File: src/verilog/rv_exec_pkg.sv
`default_nettype none

package rv_exec_pkg;

	// operand width of the integer datapath
	localparam int XLEN = 64;

	// 64-bit register value or result
	typedef logic [XLEN-1:0] word_t;

	// halfword aligned pc, bit 0 is always zero and not carried
	typedef logic [XLEN-1:1] pc_t;

	// major opcodes, instruction bits 6:2
	typedef enum logic [4:0] {
		OPC_LOAD     = 5'b00000,
		OPC_OP_IMM   = 5'b00100,
		OPC_AUIPC    = 5'b00101,
		OPC_OP_IMM32 = 5'b00110,
		OPC_STORE    = 5'b01000,
		OPC_OP       = 5'b01100,
		OPC_LUI      = 5'b01101,
		OPC_OP32     = 5'b01110,
		OPC_BRANCH   = 5'b11000,
		OPC_JALR     = 5'b11001,
		OPC_JAL      = 5'b11011
	} opcode_e;

	// result select for writeback
	typedef enum logic [3:0] {
		// adder results
		ALU_ADD     = 4'd0,
		ALU_ADDW    = 4'd1,
		// comparator, zero extended
		ALU_SLT     = 4'd2,
		// logic ops
		ALU_AND     = 4'd3,
		ALU_OR      = 4'd4,
		ALU_XOR     = 4'd5,
		// shifter, right shift covers srl and sra
		ALU_SLL     = 4'd6,
		ALU_SLLW    = 4'd7,
		ALU_SR      = 4'd8,
		ALU_SRW     = 4'd9,
		// immediate straight to rd
		ALU_LUI     = 4'd10,
		// memory address generation
		ALU_LOAD    = 4'd11,
		ALU_STORE   = 4'd12,
		// control flow
		ALU_BRANCH  = 4'd13,
		ALU_JUMP    = 4'd14,
		// anything not decoded
		ALU_ILLEGAL = 4'd15
	} alu_op_e;

endpackage

`default_nettype wire

File: src/verilog/rv_exec_decode.sv
`timescale 1ns/10ps
`default_nettype none

module rv_exec_decode import rv_exec_pkg::*; (
	input  logic [4:0] opcode_i,
	input  logic [2:0] funct3_i,
	input  logic [6:0] funct7_i,
	input  word_t      rs1_i,
	input  word_t      rs2_i,
	input  logic [31:0] imm_i,
	input  pc_t        pc_i,
	input  pc_t        pcnext_i,

	output alu_op_e    alu_op_o,
	output word_t      add_a_o,
	output word_t      add_b_o,
	output logic       add_cin_o,
	output word_t      bit_a_o,
	output word_t      bit_b_o,
	output logic       cmp_signed_o,
	output logic       shift_arith_o,
	output logic       branch_on_eq_o,
	output logic       branch_invert_o,
	output logic [2:0] ram_funct3_o,
	output word_t      store_value_o,
	output word_t      lui_value_o,
	output word_t      link_value_o
);

	word_t imm_sext;
	word_t pc_word;

	// immediate sign extended to the full word
	assign imm_sext = {{32{imm_i[31]}}, imm_i};
	assign pc_word = {pc_i, 1'b0};

	// side values straight to writeback
	assign ram_funct3_o = funct3_i;
	assign store_value_o = rs2_i;
	assign lui_value_o = imm_sext;
	// return address for jal and jalr
	assign link_value_o = {pcnext_i, 1'b0};

	always_comb begin
		// undecoded falls through as illegal
		alu_op_o = ALU_ILLEGAL;
		// adder defaults to rs1 + imm, the address form
		add_a_o = rs1_i;
		add_b_o = imm_sext;
		add_cin_o = 1'b0;
		// bit unit defaults to rs1 against rs2
		bit_a_o = rs1_i;
		bit_b_o = rs2_i;
		// slt/sltu pick signedness from funct3 bit 0
		cmp_signed_o = ~funct3_i[0];
		shift_arith_o = 1'b0;
		branch_on_eq_o = 1'b0;
		branch_invert_o = 1'b0;

		case (opcode_e'(opcode_i))
			// lb .. lwu, funct3 7 unused
			OPC_LOAD: begin
				if (funct3_i != 3'b111)
					alu_op_o = ALU_LOAD;
			end

			// sb .. sd only
			OPC_STORE: begin
				if (!funct3_i[2])
					alu_op_o = ALU_STORE;
			end

			OPC_OP_IMM: begin
				bit_b_o = imm_sext;
				// imm bit 10 is funct7 bit 5 for srai
				shift_arith_o = imm_i[10];
				case (funct3_i)
					3'b000: alu_op_o = ALU_ADD;
					// slli, 6-bit shamt, rest of the field must be zero
					3'b001: if (imm_i[11:6] == 6'b0) alu_op_o = ALU_SLL;
					3'b010, 3'b011: alu_op_o = ALU_SLT;
					3'b100: alu_op_o = ALU_XOR;
					// srli / srai
					3'b101: if ({imm_i[11], imm_i[9:6]} == 5'b0) alu_op_o = ALU_SR;
					3'b110: alu_op_o = ALU_OR;
					default: alu_op_o = ALU_AND;
				endcase
			end

			OPC_OP_IMM32: begin
				bit_b_o = imm_sext;
				shift_arith_o = imm_i[10];
				case (funct3_i)
					3'b000: alu_op_o = ALU_ADDW;
					// word shifts take a 5-bit shamt
					3'b001: if (imm_i[11:5] == 7'b0) alu_op_o = ALU_SLLW;
					3'b101: if ({imm_i[11], imm_i[9:5]} == 6'b0) alu_op_o = ALU_SRW;
					default: alu_op_o = ALU_ILLEGAL;
				endcase
			end

			OPC_OP: begin
				// sub as rs1 + ~rs2 + 1
				add_b_o = funct7_i[5] ? ~rs2_i : rs2_i;
				add_cin_o = funct7_i[5];
				shift_arith_o = funct7_i[5];
				case ({funct3_i, funct7_i}) inside
					10'b000_0?00000: alu_op_o = ALU_ADD;
					10'b001_0000000: alu_op_o = ALU_SLL;
					10'b01?_0000000: alu_op_o = ALU_SLT;
					10'b100_0000000: alu_op_o = ALU_XOR;
					10'b101_0?00000: alu_op_o = ALU_SR;
					10'b110_0000000: alu_op_o = ALU_OR;
					10'b111_0000000: alu_op_o = ALU_AND;
					default: alu_op_o = ALU_ILLEGAL;
				endcase
			end

			OPC_OP32: begin
				add_b_o = funct7_i[5] ? ~rs2_i : rs2_i;
				add_cin_o = funct7_i[5];
				shift_arith_o = funct7_i[5];
				case ({funct3_i, funct7_i}) inside
					10'b000_0?00000: alu_op_o = ALU_ADDW;
					10'b001_0000000: alu_op_o = ALU_SLLW;
					10'b101_0?00000: alu_op_o = ALU_SRW;
					default: alu_op_o = ALU_ILLEGAL;
				endcase
			end

			OPC_LUI: alu_op_o = ALU_LUI;

			// pc + imm through the adder
			OPC_AUIPC: begin
				add_a_o = pc_word;
				alu_op_o = ALU_ADD;
			end

			OPC_BRANCH: begin
				// target is pc + imm, condition from rs1 vs rs2
				add_a_o = pc_word;
				cmp_signed_o = ~funct3_i[1];
				// beq/bne use eq, the rest use lt
				branch_on_eq_o = ~funct3_i[2];
				// odd funct3 inverts: bne, bge, bgeu
				branch_invert_o = funct3_i[0];
				if (funct3_i[2:1] != 2'b01)
					alu_op_o = ALU_BRANCH;
			end

			// target rs1 + imm
			OPC_JALR: alu_op_o = ALU_JUMP;

			OPC_JAL: begin
				add_a_o = pc_word;
				alu_op_o = ALU_JUMP;
			end

			default: alu_op_o = ALU_ILLEGAL;
		endcase
	end

	// even x inputs must land on a defined op, so sigill stays clean
	assert final (!$isunknown(alu_op_o))
		else $error("decode produced unknown alu_op");

endmodule

`default_nettype wire

File: config.mk
export PLATFORM = sky130hd
export DESIGN_NAME = rv_exec_decode
export DESIGN_NICKNAME = d
export VERILOG_FILES = /design/src/verilog/rv_exec_pkg.sv /design/src/verilog/rv_exec_decode.sv
export SDC_FILE = /design/constraint.sdc
export NUM_CORES = 1
export LEC_CHECK = 0
export BUFFER_PORTS_ARGS = -buffer_cell sky130_fd_sc_hd__buf_4
export CORE_AREA = 2 2 295 297
export DETAILED_ROUTE_END_ITERATION = 16
export DIE_AREA = 0 0 297 299
export PLACE_DENSITY = 0.3
export SYNTH_ARGS = -nofsm -noshare
export SYNTH_HDL_FRONTEND = slang
export SYNTH_SLANG_ARGS = --single-unit
File: constraint.sdc
create_clock -name vclk -period 3
set_clock_uncertainty 0.05 [all_clocks]
set_input_delay 0.45 -clock vclk [all_inputs]
set_output_delay 0.45 -clock vclk [all_outputs]
set_load 0.02 [all_outputs]
# ---- Yosys cells after proc, flatten, opt, wreduce, memory -nomap -nowiden
# Cells that the tools add are included.
dict set report op_classes {
  eq_ne 24
  muxes 29
  bitwise_logic 4
  n_reduce_logical 12
}
# op count
set ops {}
lappend ops {{64-bit 2-to-1 mux} 4}
lappend ops {{64-bit NOT} 1}
lappend ops {{4-bit 2-to-1 mux} 11}
lappend ops {{4-bit one-hot mux with 10 select lines} 1}
lappend ops {{10-bit equality test, second input constant} 3}
lappend ops {{4-bit one-hot mux with 6 select lines} 1}
lappend ops {{5-bit by 4-bit equality test with 1-bit output, second input constant} 4}
lappend ops {{5-bit by 3-bit equality test with 1-bit output, second input constant} 3}
lappend ops {{5-bit equality test, second input constant} 3}
lappend ops {{6-bit zero test} 2}
lappend ops {{3-bit 2-to-1 mux} 4}
lappend ops {{4-bit one-hot mux with 3 select lines} 1}
lappend ops {{10-bit by 8-bit equality test with 1-bit output, second input constant} 1}
lappend ops {{5-bit zero test} 2}
lappend ops {{3-bit equality test, second input constant} 3}
lappend ops {{9-bit by 8-bit equality test with 1-bit output, second input constant} 1}
lappend ops {{9-bit equality test, second input constant} 1}
lappend ops {{9-bit zero test} 1}
lappend ops {{2-bit OR reduction} 4}
lappend ops {{7-bit zero test} 1}
lappend ops {{3-bit by 2-bit equality test with 1-bit output, second input constant} 2}
lappend ops {{1-bit 2-to-1 mux} 4}
lappend ops {{2-bit 2-to-1 mux} 2}
lappend ops {{3-bit by 1-bit equality test with 1-bit output, second input constant} 1}
lappend ops {{other kinds (6)} 8}
dict set report word_totals {
  ff_bits 0
  inputBits 301
  output_inout_bits 460
  elab_cells 69
}

# ---- Logic depth before layout (Yosys ltp)
# Gate-level depths: netlist of the first run.
dict set report depth {
  word_depth 9
  mapped_depth 7
  depth_no_buf 5
}

# ---- Worst setup path before layout of the first run
# Ideal clock, no wire load.
dict set report synth_path {
  path_type {input -> output}
  startpoint {in opcode_i[3]}
  endpoint {out add_a_o[10]}
  arrival_time_ns 1.895
  setup_slack_ns 0.605
  path_stages 5
  path_buffers 2
  cell_sequence {buf_2 > or4_1 > o21ai_4 > buf_6 > mux2_2}
}
dict set report synth_between {
  elab_chain_len 3
  word_cells_on_any_way 5
}
# item line
set synth_rtl {}
lappend synth_rtl {{start: declaration} rv_exec_decode.sv:5} ;# input logic [4:0] opcode_i,
lappend synth_rtl {{5-bit equality test / 5-bit by 3-bit equality test with 1-bit output (equally long branches)} rv_exec_decode.sv:60} ;# case (opcode_e'(opcode_i))
lappend synth_rtl {{3-bit OR reduction (no line) (*)} --}
lappend synth_rtl {{64-bit 2-to-1 mux (*)} rv_exec_decode.sv:60}
lappend synth_rtl {{end: declaration} rv_exec_decode.sv:15} ;# output word_t add_a_o,
# Every way passes the cells marked *; elsewhere a longest branch is shown, timed or not.

# ---- Worst setup path after layout of the first run
dict set report layout_path {
  startpoint {in imm_i[9]}
  endpoint {out alu_op_o[2]}
}
dict set report layout_between {
  elab_chain_len 4
  word_cells_on_any_way 7
}
# item line
set layout_rtl {}
lappend layout_rtl {{start: declaration} rv_exec_decode.sv:10} ;# input logic [31:0] imm_i,
lappend layout_rtl {{5-bit zero test / 6-bit zero test (equally long branches)} {rv_exec_decode.sv:84, rv_exec_decode.sv:97}}
lappend layout_rtl {{3-bit 2-to-1 mux, on equally long branches} {rv_exec_decode.sv:84, rv_exec_decode.sv:97}}
lappend layout_rtl {{4-bit one-hot mux with 6 select lines / 4-bit one-hot mux with 3 select lines (equally long branches)} {rv_exec_decode.sv:77, rv_exec_decode.sv:93}}
lappend layout_rtl {{4-bit one-hot mux with 10 select lines (*)} rv_exec_decode.sv:60}
lappend layout_rtl {{end: declaration} rv_exec_decode.sv:14} ;# output alu_op_e alu_op_o,
# Marks and branches as above.

==> summary.txt, run 1 <==
Timing
  • Final Hold Fails: 0
  • Setup violators final: 0
  • Final period utilization: 97.8%
  • Setup TNS: 0 ns
  • RSZ-0062 raised after global routing: false
  • Fin Hold WS: 0.850 ns
  • Max_slew headroom: 49.7%
  • Fmax achieved: 341 MHz
  • Fin. max-slew vios: 0
  • Minimum clock period: 2.94 ns
  • Slew @ Worst Pin: 0.755 ns

Setup path
  • CP cell instances: buf_4 -> nor3_4 -> buf_4 -> nand3_2 -> o41a_1 -> or4_1 -> buf_4
  • Most used cell, CP: buf_4
  • Setup crit end: alu_op_o[2]
  • Worst Setup SP: imm_i[9]
  • Worst setup EP type: output pin
  • WP data required: 2.50 ns
  • Crit Path Class: input pin to output pin
  • Max incr delay on CP: 0.53 ns
  • Critical path arrival: 2.44 ns
  • Slowest-stage cell, CP: or4_1
  • Crit path max fanout: 4
  • CP Launch Type: input pin

Status
  • Outcome: complete, no violations

Yosys
  • Netlist Area Pre-Place: 5060 um^2
  • Mapped Cells: 785
  • Avg Cell Area, Syn: 6.44 um^2
  • Synth warn: 0
  • Yosys cell types: 40
  • Syn Nets: 1086
  • Register area share after synthesis: 0%

Final layout
  • CLK BUF: 0
  • Sequential cells: 0
  • Sequential Area: 0 um^2
  • Final core occ: 10.9%
  • Layout cells sized above 1: 64.1%
  • Filler Cell Count: 10200
  • Fin nets: 1438
  • P&R area growth vs syn: 85.6%

Detailed routing
  • Detailed-route wire length: 47400 um
  • DRC Markers: 0
  • Drt initial violations: 269
  • Pre-antenna DRT Iters: 5
  • DR vias/cell: 2.82
  • Via count: 6463
  • Post-DR wirelength/cell: 20.6 um
  • Antenna viol nets, final: 0

Global route
  • Initial antenna violation count: 23
  • Largest net degree at the start of global routing: 51
  • Vias in the first global route: 6394
  • GRT Util Overall: 9.85%
  • GR Overflow Total: 0
  • First-pass GRT wire length: 60200 um

Placement
  • PortBufs: 634
  • Hpwl dp: 43000 um
  • GPL Wtd Cong: 0.858

Min path
  • Hold Startpoint: pcnext_i[9]
  • HP Class: input pin to output pin

Pwr
  • P_sw: 1.01 mW
  • Pwr dens: 193 nW/um^2
  • Combinational share of power: 100.0%
  • Switch share: 55.9%
  • Pleak: 4.44 nW
  • Power, Total: 1.81 mW
  • VDD IR-drop max: 0.0565 mV
  • Seq pwr share: 0%
  • Int Power: 797 uW
  • Clk pwr share: 0%

Floorplanning
  • Die Area: 88800 um^2
  • Io pins: 761
  • Row cnt: 108
  • Die width: 297 um
  • Starting Density: 5.88%
  • Placeable Area: 85900 um^2
  • Die Y: 299 um

Clock network
  • Post-CTS setup buffers: 0
  • CTS-repair resized insts: 2
  • CTS Hold Bufs: 0

Job
  • Max_cap viols: 0
cell usage after synthesis, types with 3 or more instances:
master | instances | area (um^2)
buf_4 | 259 | 1940
nand2_1 | 172 | 646
a21oi_1 | 71 | 355
xnor2_1 | 64 | 561
mux2_2 | 63 | 709
nor2_1 | 43 | 161
clkbuf_1 | 26 | 97.6
buf_2 | 14 | 70.1
o21ai_0 | 11 | 55.1
buf_6 | 6 | 67.6
nand3_1 | 5 | 25.0
nor2b_1 | 5 | 31.3
inv_1 | 4 | 15.0
nand2b_1 | 4 | 25.0
or3_1 | 4 | 25.0
buf_1 | 3 | 11.3
nor3_1 | 3 | 15.0
nor4_1 | 3 | 18.8
area by class of cell:
class | instances | area [um^2] | area share (%)
timing repair buffer | 658 | 5030 | 53.6
antenna | 4 | 10.0 | 0.107
inverter | 4 | 15.0 | 0.160
tap | 1155 | 1450 | 15.4
multi-input combinational | 473 | 2890 | 30.8
how the worst min path moves through the flow:
| stage | to | slack (ns) | cells after the start |
|---|---|---|---|
| after floorplan | bit_a_o[0] | 0.96 | 1 |
| after global placement | link_value_o[14] | 0.85 | 0 |
| after detailed placement | link_value_o[14] | 0.85 | 0 |
| after CTS | link_value_o[14] | 0.85 | 0 |
| after global routing | link_value_o[50] | 0.85 | 0 |
| final | link_value_o[10] | 0.85 | 0 |
placed cells by master, fill, tap and decap left out, drive strengths merged, types with 2 or more instances in the layout:
master,instances
xnor2,64
diode,4
nor3,4
or4,2
buf,658
o21ai,12
nor4,3
inv,4
nor2,43
or3,4
a221o,2
nor2b,5
nand2b,4
a21oi,71
nand3,5
mux2i,2
mux2,63
nand2,172
power by group through the flow:
stage	Clock [mW]	Sequential [mW]	Combinational, mW
3_5_place_dp	0	0	1.84
5_1_grt	0.0000000446	0	1.92
4_1_cts	0	0	1.85
2_1_floorplan	0	0	1.11
6_report	0.000000112	0	1.81
3_3_place_gp	0	0	1.84
metal layers:
metal	track usage [%]	wire, um	share of wire (%)	vias to the layer above
met2	18.7	24500	52	465
met4	2.59	1510	3.2	10
li1	-	-	-	2976
met5	0	69	0.15	-
met1	10.6	17600	37	2930
met3	2.71	3680	7.8	82
critical path: cells and delay by family:
kind,cells,cell delay [ns]
compound gates,1,0.36
buf+inv,3,0.51
simple gates,3,1.10
cell families (layout without fill, tap and decap cells):
family	Yosys count	in the layout	share of synthesized area, %
AND/OR/NAND/NOR	247	247	20.1
other	1	5	0.0742
AO/OA/AOI/OAI	95	95	10.5
buffers and inverters	312	662	43.6
XOR/XNOR	65	65	11.3
multiplexers	65	65	14.4
per-stage QoR:
step                      cells  setup slack [ns]  cell area (um^2)
after floorplan             785             0.605              5060
after global placement     2290            -0.749              9360
after detailed placement   2290            -0.281              9370
after CTS                  2290            0.0105              9380
after global routing       2291            0.0103              9380
final                      2294            0.0648              9390
No activity file was read; power rests on OpenSTA's default activity.
==> run 2, diff against run 1 <==
--- a/config.mk
+++ b/config.mk
@@ -5,6 +5,7 @@
 export SDC_FILE = /design/constraint.sdc
 export NUM_CORES = 1
 export LEC_CHECK = 0
+export ABC_AREA = 1
 export BUFFER_PORTS_ARGS = -buffer_cell sky130_fd_sc_hd__buf_4
 export CORE_AREA = 2 2 295 297
 export DETAILED_ROUTE_END_ITERATION = 16
==> summary.txt, run 2 <==
Floorplanning
  • Io pins: 761 (unchanged)
  • Die Area: 88800 um^2 (unchanged)
  • Row cnt: 108 (unchanged)
  • Starting Density: 6.06% (was 5.88%)
  • Die width: 297 um (unchanged)
  • Die Y: 299 um (unchanged)
  • Placeable Area: 85900 um^2 (unchanged)

Final layout
  • P&R area growth vs syn: 81.8% (was 85.6%)
  • Sequential cells: 0 (unchanged)
  • Layout cells sized above 1: 50.1% (was 64.1%)
  • Fin nets: 1621 (was 1438)
  • Commonest non-fill, non-tap cell in the layout: buf_4 (unchanged)
  • Sequential Area: 0 um^2 (unchanged)
  • Most frequent cells in the layout: buf_4 (651), nand2_1 (299), o21ai_0 (107), inv_1 (84), xnor2_1 (63) (was buf_4 (651), nand2_1 (172), a21oi_1 (71), xnor2_1 (64), mux2_2 (63))
  • CLK BUF: 0 (unchanged)

Yosys
  • Avg Cell Area, Syn: 5.37 um^2 (was 6.44 um^2)
  • Netlist Area Pre-Place: 5210 um^2 (was 5060 um^2)
  • Synth warn: 0 (unchanged)
  • Yosys cell types: 17 (was 40)
  • Most frequent cells after synthesis: nand2_1 (299), buf_4 (259), o21ai_0 (107), inv_1 (85), xnor2_1 (63) (was buf_4 (259), nand2_1 (172), a21oi_1 (71), xnor2_1 (64), mux2_2 (63))
  • Syn Nets: 1271 (was 1086)
  • Register area share after synthesis: 0% (unchanged)
  • Yosys top cell area share: 37.3% (was 38.5%)
  • Synth area leaders: buf_4 (37%), nand2_1 (22%), xnor2_1 (11%), o21ai_0 (10%), inv_1 (6.1%) (was buf_4 (38%), mux2_2 (14%), nand2_1 (13%), xnor2_1 (11%), a21oi_1 (7.0%))
  • Area leader, netlist: buf_4 (unchanged)
  • Mapped Cells: 970 (was 785)
  • Most common cell in the netlist: nand2_1 (was buf_4)

Timing
  • Fmax achieved: 393 MHz (was 341 MHz)
  • Setup violators final: 0 (unchanged)
  • RSZ-0062 raised after global routing: false (unchanged)
  • Final period utilization: 84.9% (was 97.8%)
  • Final Hold Fails: 0 (unchanged)
  • Slew @ Worst Pin: 0.649 ns (was 0.755 ns)
  • Setup TNS: 0 ns (unchanged)
  • Max_slew headroom: 56.7% (was 49.7%)
  • Minimum clock period: 2.55 ns (was 2.94 ns)
  • Fin. max-slew vios: 0 (unchanged)

Setup path
  • CP cell instances: buf_4 -> nor2_1 -> nand2_1 -> nor2_1 -> nand2_1 -> nand3_1 -> nand2_1 -> nor2_1 -> nand2_1 -> buf_4 (was buf_4 -> nor3_4 -> buf_4 -> nand3_2 -> o41a_1 -> or4_1 -> buf_4)
  • CP Launch Type: input pin (unchanged)
  • Top delay family on crit path: simple AND/OR/NAND/NOR gates (unchanged)
  • WP data required: 2.50 ns (about the same)
  • Critical path arrival: 2.05 ns (was 2.44 ns)
  • Crit path max fanout: 4 (unchanged)
  • Most used cell, CP: nand2_1 (was buf_4)
  • Worst setup EP type: output pin (unchanged)
  • Number of cells on the critical path: 10 (was 7)
  • Buf+Inv Stages, Crit Path: 2 (was 3)
  • Crit Path Class: input pin to output pin (unchanged)
  • Max incr delay on CP: 0.36 ns (was 0.53 ns)
  • Slowest-stage cell, CP: nor2_1 (was or4_1)

Global route
  • Initial antenna violation count: 1 (was 23)
  • Vias in the first global route: 6777 (was 6394)
  • First-pass GRT wire length: 50600 um (was 60200 um)
  • Largest net degree at the start of global routing: 71 (was 51)
  • GR Overflow Total: 0 (unchanged)
  • GRT Util Overall: 7.75% (was 9.85%)

Detailed routing
  • Drt initial violations: 334 (was 269)
  • Via count: 6984 (was 6463)
  • DR vias/cell: 2.82 (about the same)
  • Antenna viol nets, final: 0 (unchanged)
  • Post-DR wirelength/cell: 15.3 um (was 20.6 um)
  • Detailed-route wire length: 37900 um (was 47400 um)
  • DRC Markers: 0 (unchanged)
  • Pre-antenna DRT Iters: 4 (was 5)

Placement
  • PortBufs: 634 (unchanged)
  • GPL Wtd Cong: 0.937 (was 0.858)
  • Hpwl dp: 33200 um (was 43000 um)

Clock network
  • CTS Hold Bufs: 0 (unchanged)
  • Post-CTS setup buffers: 0 (unchanged)
  • CTS-repair resized insts: 0 (was 2)

Min path
  • WHS Path Cells: 0 (unchanged)
  • Hold EP: link_value_o[17] (was link_value_o[10])
  • HP Class: input pin to output pin (unchanged)
  • Hold Startpoint: pcnext_i[16] (was pcnext_i[9])

Job
  • Max_cap viols: 0 (unchanged)

Status
  • Outcome: complete, no violations (unchanged)
-- run 2: cell types whose count changed after synthesis, moves of 30 or more --
cell     change
mux2_2      -63
inv_1       +81
nand2_1    +127
o21ai_1     +30
o21ai_0     +96
a21oi_1     -68
-- run 2: metal layers --
metal	global-route usage [%]	part of all wire, %
met4	1.41	2.0
met2	13.6	48
met5	0	0
met3	2.04	8.6
met1	9.58	41
-- run 2: cell type report --
type | instances | area (um^2)
fill | 10200 | 76500
timing repair buffer | 655 | 4970
multi-input combinational | 578 | 2730
tap | 1155 | 1450
inverter | 85 | 319
antenna | 2 | 5.00
-- run 2: kinds of logic after synthesis --
logic type	after synthesis	share of synthesized area, %
AOI/OAI and AO/OA	141	13.8
xor gates and xnor gates	63	10.6
buffers and inverters	392	48.0
other	1	0.0720
and+or+nand+nor	373	27.5
-- run 2: worst max path at each step --
stage | from | end | slack, ns
after floorplan | opcode_i[3] | add_b_o[0] | 0.82
after global placement | opcode_i[4] | bit_b_o[61] | 0.41
after detailed placement | opcode_i[3] | bit_b_o[31] | 0.40
after CTS | opcode_i[3] | bit_b_o[31] | 0.39
after global routing | opcode_i[4] | bit_b_o[31] | 0.27
final | funct7_i[3] | alu_op_o[1] | 0.45
-- run 2: stage by stage --
| step | hold WS, ns | utilization [%] | setup WS [ns] | cell area (um^2) | std cells |
|---|---|---|---|---|---|
| after detailed placement | 0.850 | 11.0 | 0.395 | 9460 | 2473 |
| after global placement | 0.850 | 11.0 | 0.411 | 9460 | 2473 |
| after floorplan | 0.930 | - | 0.817 | 5210 | 970 |
| after global routing | 0.850 | 11.0 | 0.271 | 9460 | 2473 |
| final | 0.850 | 11.0 | 0.454 | 9470 | 2475 |
| after CTS | 0.850 | 11.0 | 0.392 | 9460 | 2473 |
==> run 3, diff against run 2 <==
--- a/config.mk
+++ b/config.mk
@@ -5,11 +5,11 @@
 export SDC_FILE = /design/constraint.sdc
 export NUM_CORES = 1
 export LEC_CHECK = 0
-export ABC_AREA = 1
+export ABC_AREA = 0
 export BUFFER_PORTS_ARGS = -buffer_cell sky130_fd_sc_hd__buf_4
-export CORE_AREA = 2 2 295 297
+export CORE_AREA = 2 2 293 295
 export DETAILED_ROUTE_END_ITERATION = 16
-export DIE_AREA = 0 0 297 299
+export DIE_AREA = 0 0 295 297
 export PLACE_DENSITY = 0.3
 export SYNTH_ARGS = -nofsm -noshare
 export SYNTH_HDL_FRONTEND = slang
==> constraint.sdc (replaced) <==
create_clock -name vclk -period 2.3
set_clock_uncertainty 0.05 [all_clocks]
set_input_delay 0.345 -clock vclk [all_inputs]
set_output_delay 0.345 -clock vclk [all_outputs]
set_load 0.02 [all_outputs]
==> summary.txt, run 3 (same netlist as run 1, synthesis figures left out) <==
Setup path
  • Buf+Inv Stages, Crit Path: 6 (was 2)
  • Slowest-stage cell, CP: or4_4 (was nor2_1)
  • Top delay family on crit path: buffers and inverters (was simple AND/OR/NAND/NOR gates)
  • Critical path arrival: 1.99 ns (was 2.05 ns)
  • Most used cell, CP: buf_12 (was nand2_1)
  • CP cell instances: buf_6 -> or4_4 -> o21ai_4 -> buf_12 -> buf_12 -> buf_12 -> buf_16 -> mux2_4 -> buf_6 (was buf_4 -> nor2_1 -> nand2_1 -> nor2_1 -> nand2_1 -> nand3_1 -> nand2_1 -> nor2_1 -> nand2_1 -> buf_4)
  • Crit Path Class: input pin to output pin (unchanged)
  • Max incr delay on CP: 0.53 ns (was 0.36 ns)
  • Worst setup EP type: output pin (unchanged)
  • Crit path max fanout: 5 (was 4)
  • CP Launch Type: input pin (unchanged)
  • WP data required: 1.90 ns (was 2.50 ns)

Global route
  • First-pass GRT wire length: 60900 um (was 50600 um)
  • Vias in the first global route: 6882 (was 6777)
  • Initial antenna violation count: 27 (was 1)
  • GRT Util Overall: 10.1% (was 7.75%)
  • GR Overflow Total: 0 (unchanged)
  • Largest net degree at the start of global routing: 46 (was 71)

Final layout
  • Sequential cells: 0 (unchanged)
  • CLK BUF: 0 (unchanged)
  • Fin nets: 1513 (was 1621)
  • Design area: 10900 um^2 (was 9470 um^2)
  • P&R area growth vs syn: 115% (was 81.8%)
  • Non-filler cells, final: 2361 (was 2475)
  • Most frequent cells in the layout: buf_4 (633), nand2_1 (168), buf_6 (68), xnor2_1 (64), a21oi_1 (54) (was buf_4 (651), nand2_1 (299), o21ai_0 (107), inv_1 (84), xnor2_1 (63))
  • Sequential Area: 0 um^2 (unchanged)
  • Commonest non-fill, non-tap cell in the layout: buf_4 (unchanged)
  • Layout cells sized above 1: 69.1% (was 50.1%)

Detailed routing
  • DRC Markers: 0 (unchanged)
  • Drt initial violations: 177 (was 334)
  • Via count: 6806 (was 6984)
  • Antenna viol nets, final: 0 (unchanged)
  • DR vias/cell: 2.88 (was 2.82)
  • Detailed-route wire length: 48300 um (was 37900 um)
  • Post-DR wirelength/cell: 20.5 um (was 15.3 um)
  • Pre-antenna DRT Iters: 4 (unchanged)

Floorplanning
  • Placeable Area: 84500 um^2 (was 85900 um^2)
  • Io pins: 761 (unchanged)
  • Starting Density: 5.99% (was 6.06%)
  • Die width: 295 um (was 297 um)
  • Die Y: 297 um (was 299 um)
  • Die Area: 87600 um^2 (was 88800 um^2)
  • Row cnt: 107 (was 108)

Timing
  • Minimum clock period: 2.39 ns
  • Final Hold Fails: 0 (unchanged)
  • Max_slew headroom: 63.5% (was 56.7%)
  • Fin. max-slew vios: 0 (unchanged)
  • Setup violators final: 39 (was 0)
  • Final period utilization: 104%
  • Slew @ Worst Pin: 0.543 ns (was 0.649 ns)
  • RSZ-0062 raised after global routing: true (was false)
  • Fmax achieved: 419 MHz
  • Fin Hold WS: 0.640 ns (was 0.850 ns)
  • Final worst slack: -0.0853 ns (was 0.454 ns)
  • Setup TNS: -1.82 ns (was 0 ns)

Pwr
  • Pleak: 5.20 nW
  • VDD IR-drop max: 0.0736 mV
  • Power, Total: 2.67 mW
  • Pwr dens: 245 nW/um^2

Placement
  • GPL Wtd Cong: 0.815 (was 0.937)
  • PortBufs: 634 (unchanged)
  • Post-DP Area: 9740 um^2 (was 9460 um^2)
  • DP Cell Count: 2328 (was 2473)
  • Hpwl dp: 42400 um (was 33200 um)

Clock network
  • CTS Hold Bufs: 0 (unchanged)

Min path
  • HP Class: input pin to output pin (unchanged)

Job
  • Max_cap viols: 0 (unchanged)

Status
  • Failing checks: setup timing
  • Outcome: finished with violations (was complete, no violations)
## run 3: changes by cell type in the layout (fill, tap and decap cells not counted), sizes merged, moves of 5 or more
cell	delta
nand2	-127
inv	-81
nor2b	+5
mux2	+63
buf	+75
a21oi	+68
nand3	-15
diode	+5
o21ai	-126
nor2	-7
## run 3: final timing paths
kind / from / cells past startpoint / slack [ns] / to
max: opcode_i[1] / 9 / -0.09 / add_a_o[27]
min: pcnext_i[16] / 0 / 0.64 / link_value_o[17]
## run 3: per-stage QoR
step                      util [%]  setup WS (ns)
after global routing          12.9         -0.157
after CTS                     12.6         -0.212
final                         12.9        -0.0853
after floorplan                  -          0.115
after global placement        11.5          -1.03
after detailed placement      11.5          -1.05
## run 3: what timing repair did
action,CTS,global route
resized for setup,144,36
pin swaps,12,8
setup buffers,12,9
endpoints found under the setup margin,134,135
gates cloned,8,2
## run 3: where the power goes
part           internal, mW  switching [mW]
Sequential                0               0
Clock           0.000000370               0
Combinational          1.26            1.41
Total                  1.26            1.41
## run 3: cell type report
| class | instances | area (um^2) |
|---|---|---|
| Fill cell | 9770 | 73600 |
| Timing Repair Buffer | 732 | 6180 |
| Multi-Input combinational cell | 474 | 3250 |
| Tap cell | 1144 | 1430 |
| Antenna cell | 7 | 17.5 |
| Inverter | 4 | 15.0 |
## run 3: per-layer routing
layer	track usage [%]	vias up	share of wire [%]
met1	11.3	3132	38
met4	2.65	6	3.3
met5	0	-	0.072
met2	19.4	449	52
met3	1.64	96	6.9
li1	-	3123	-
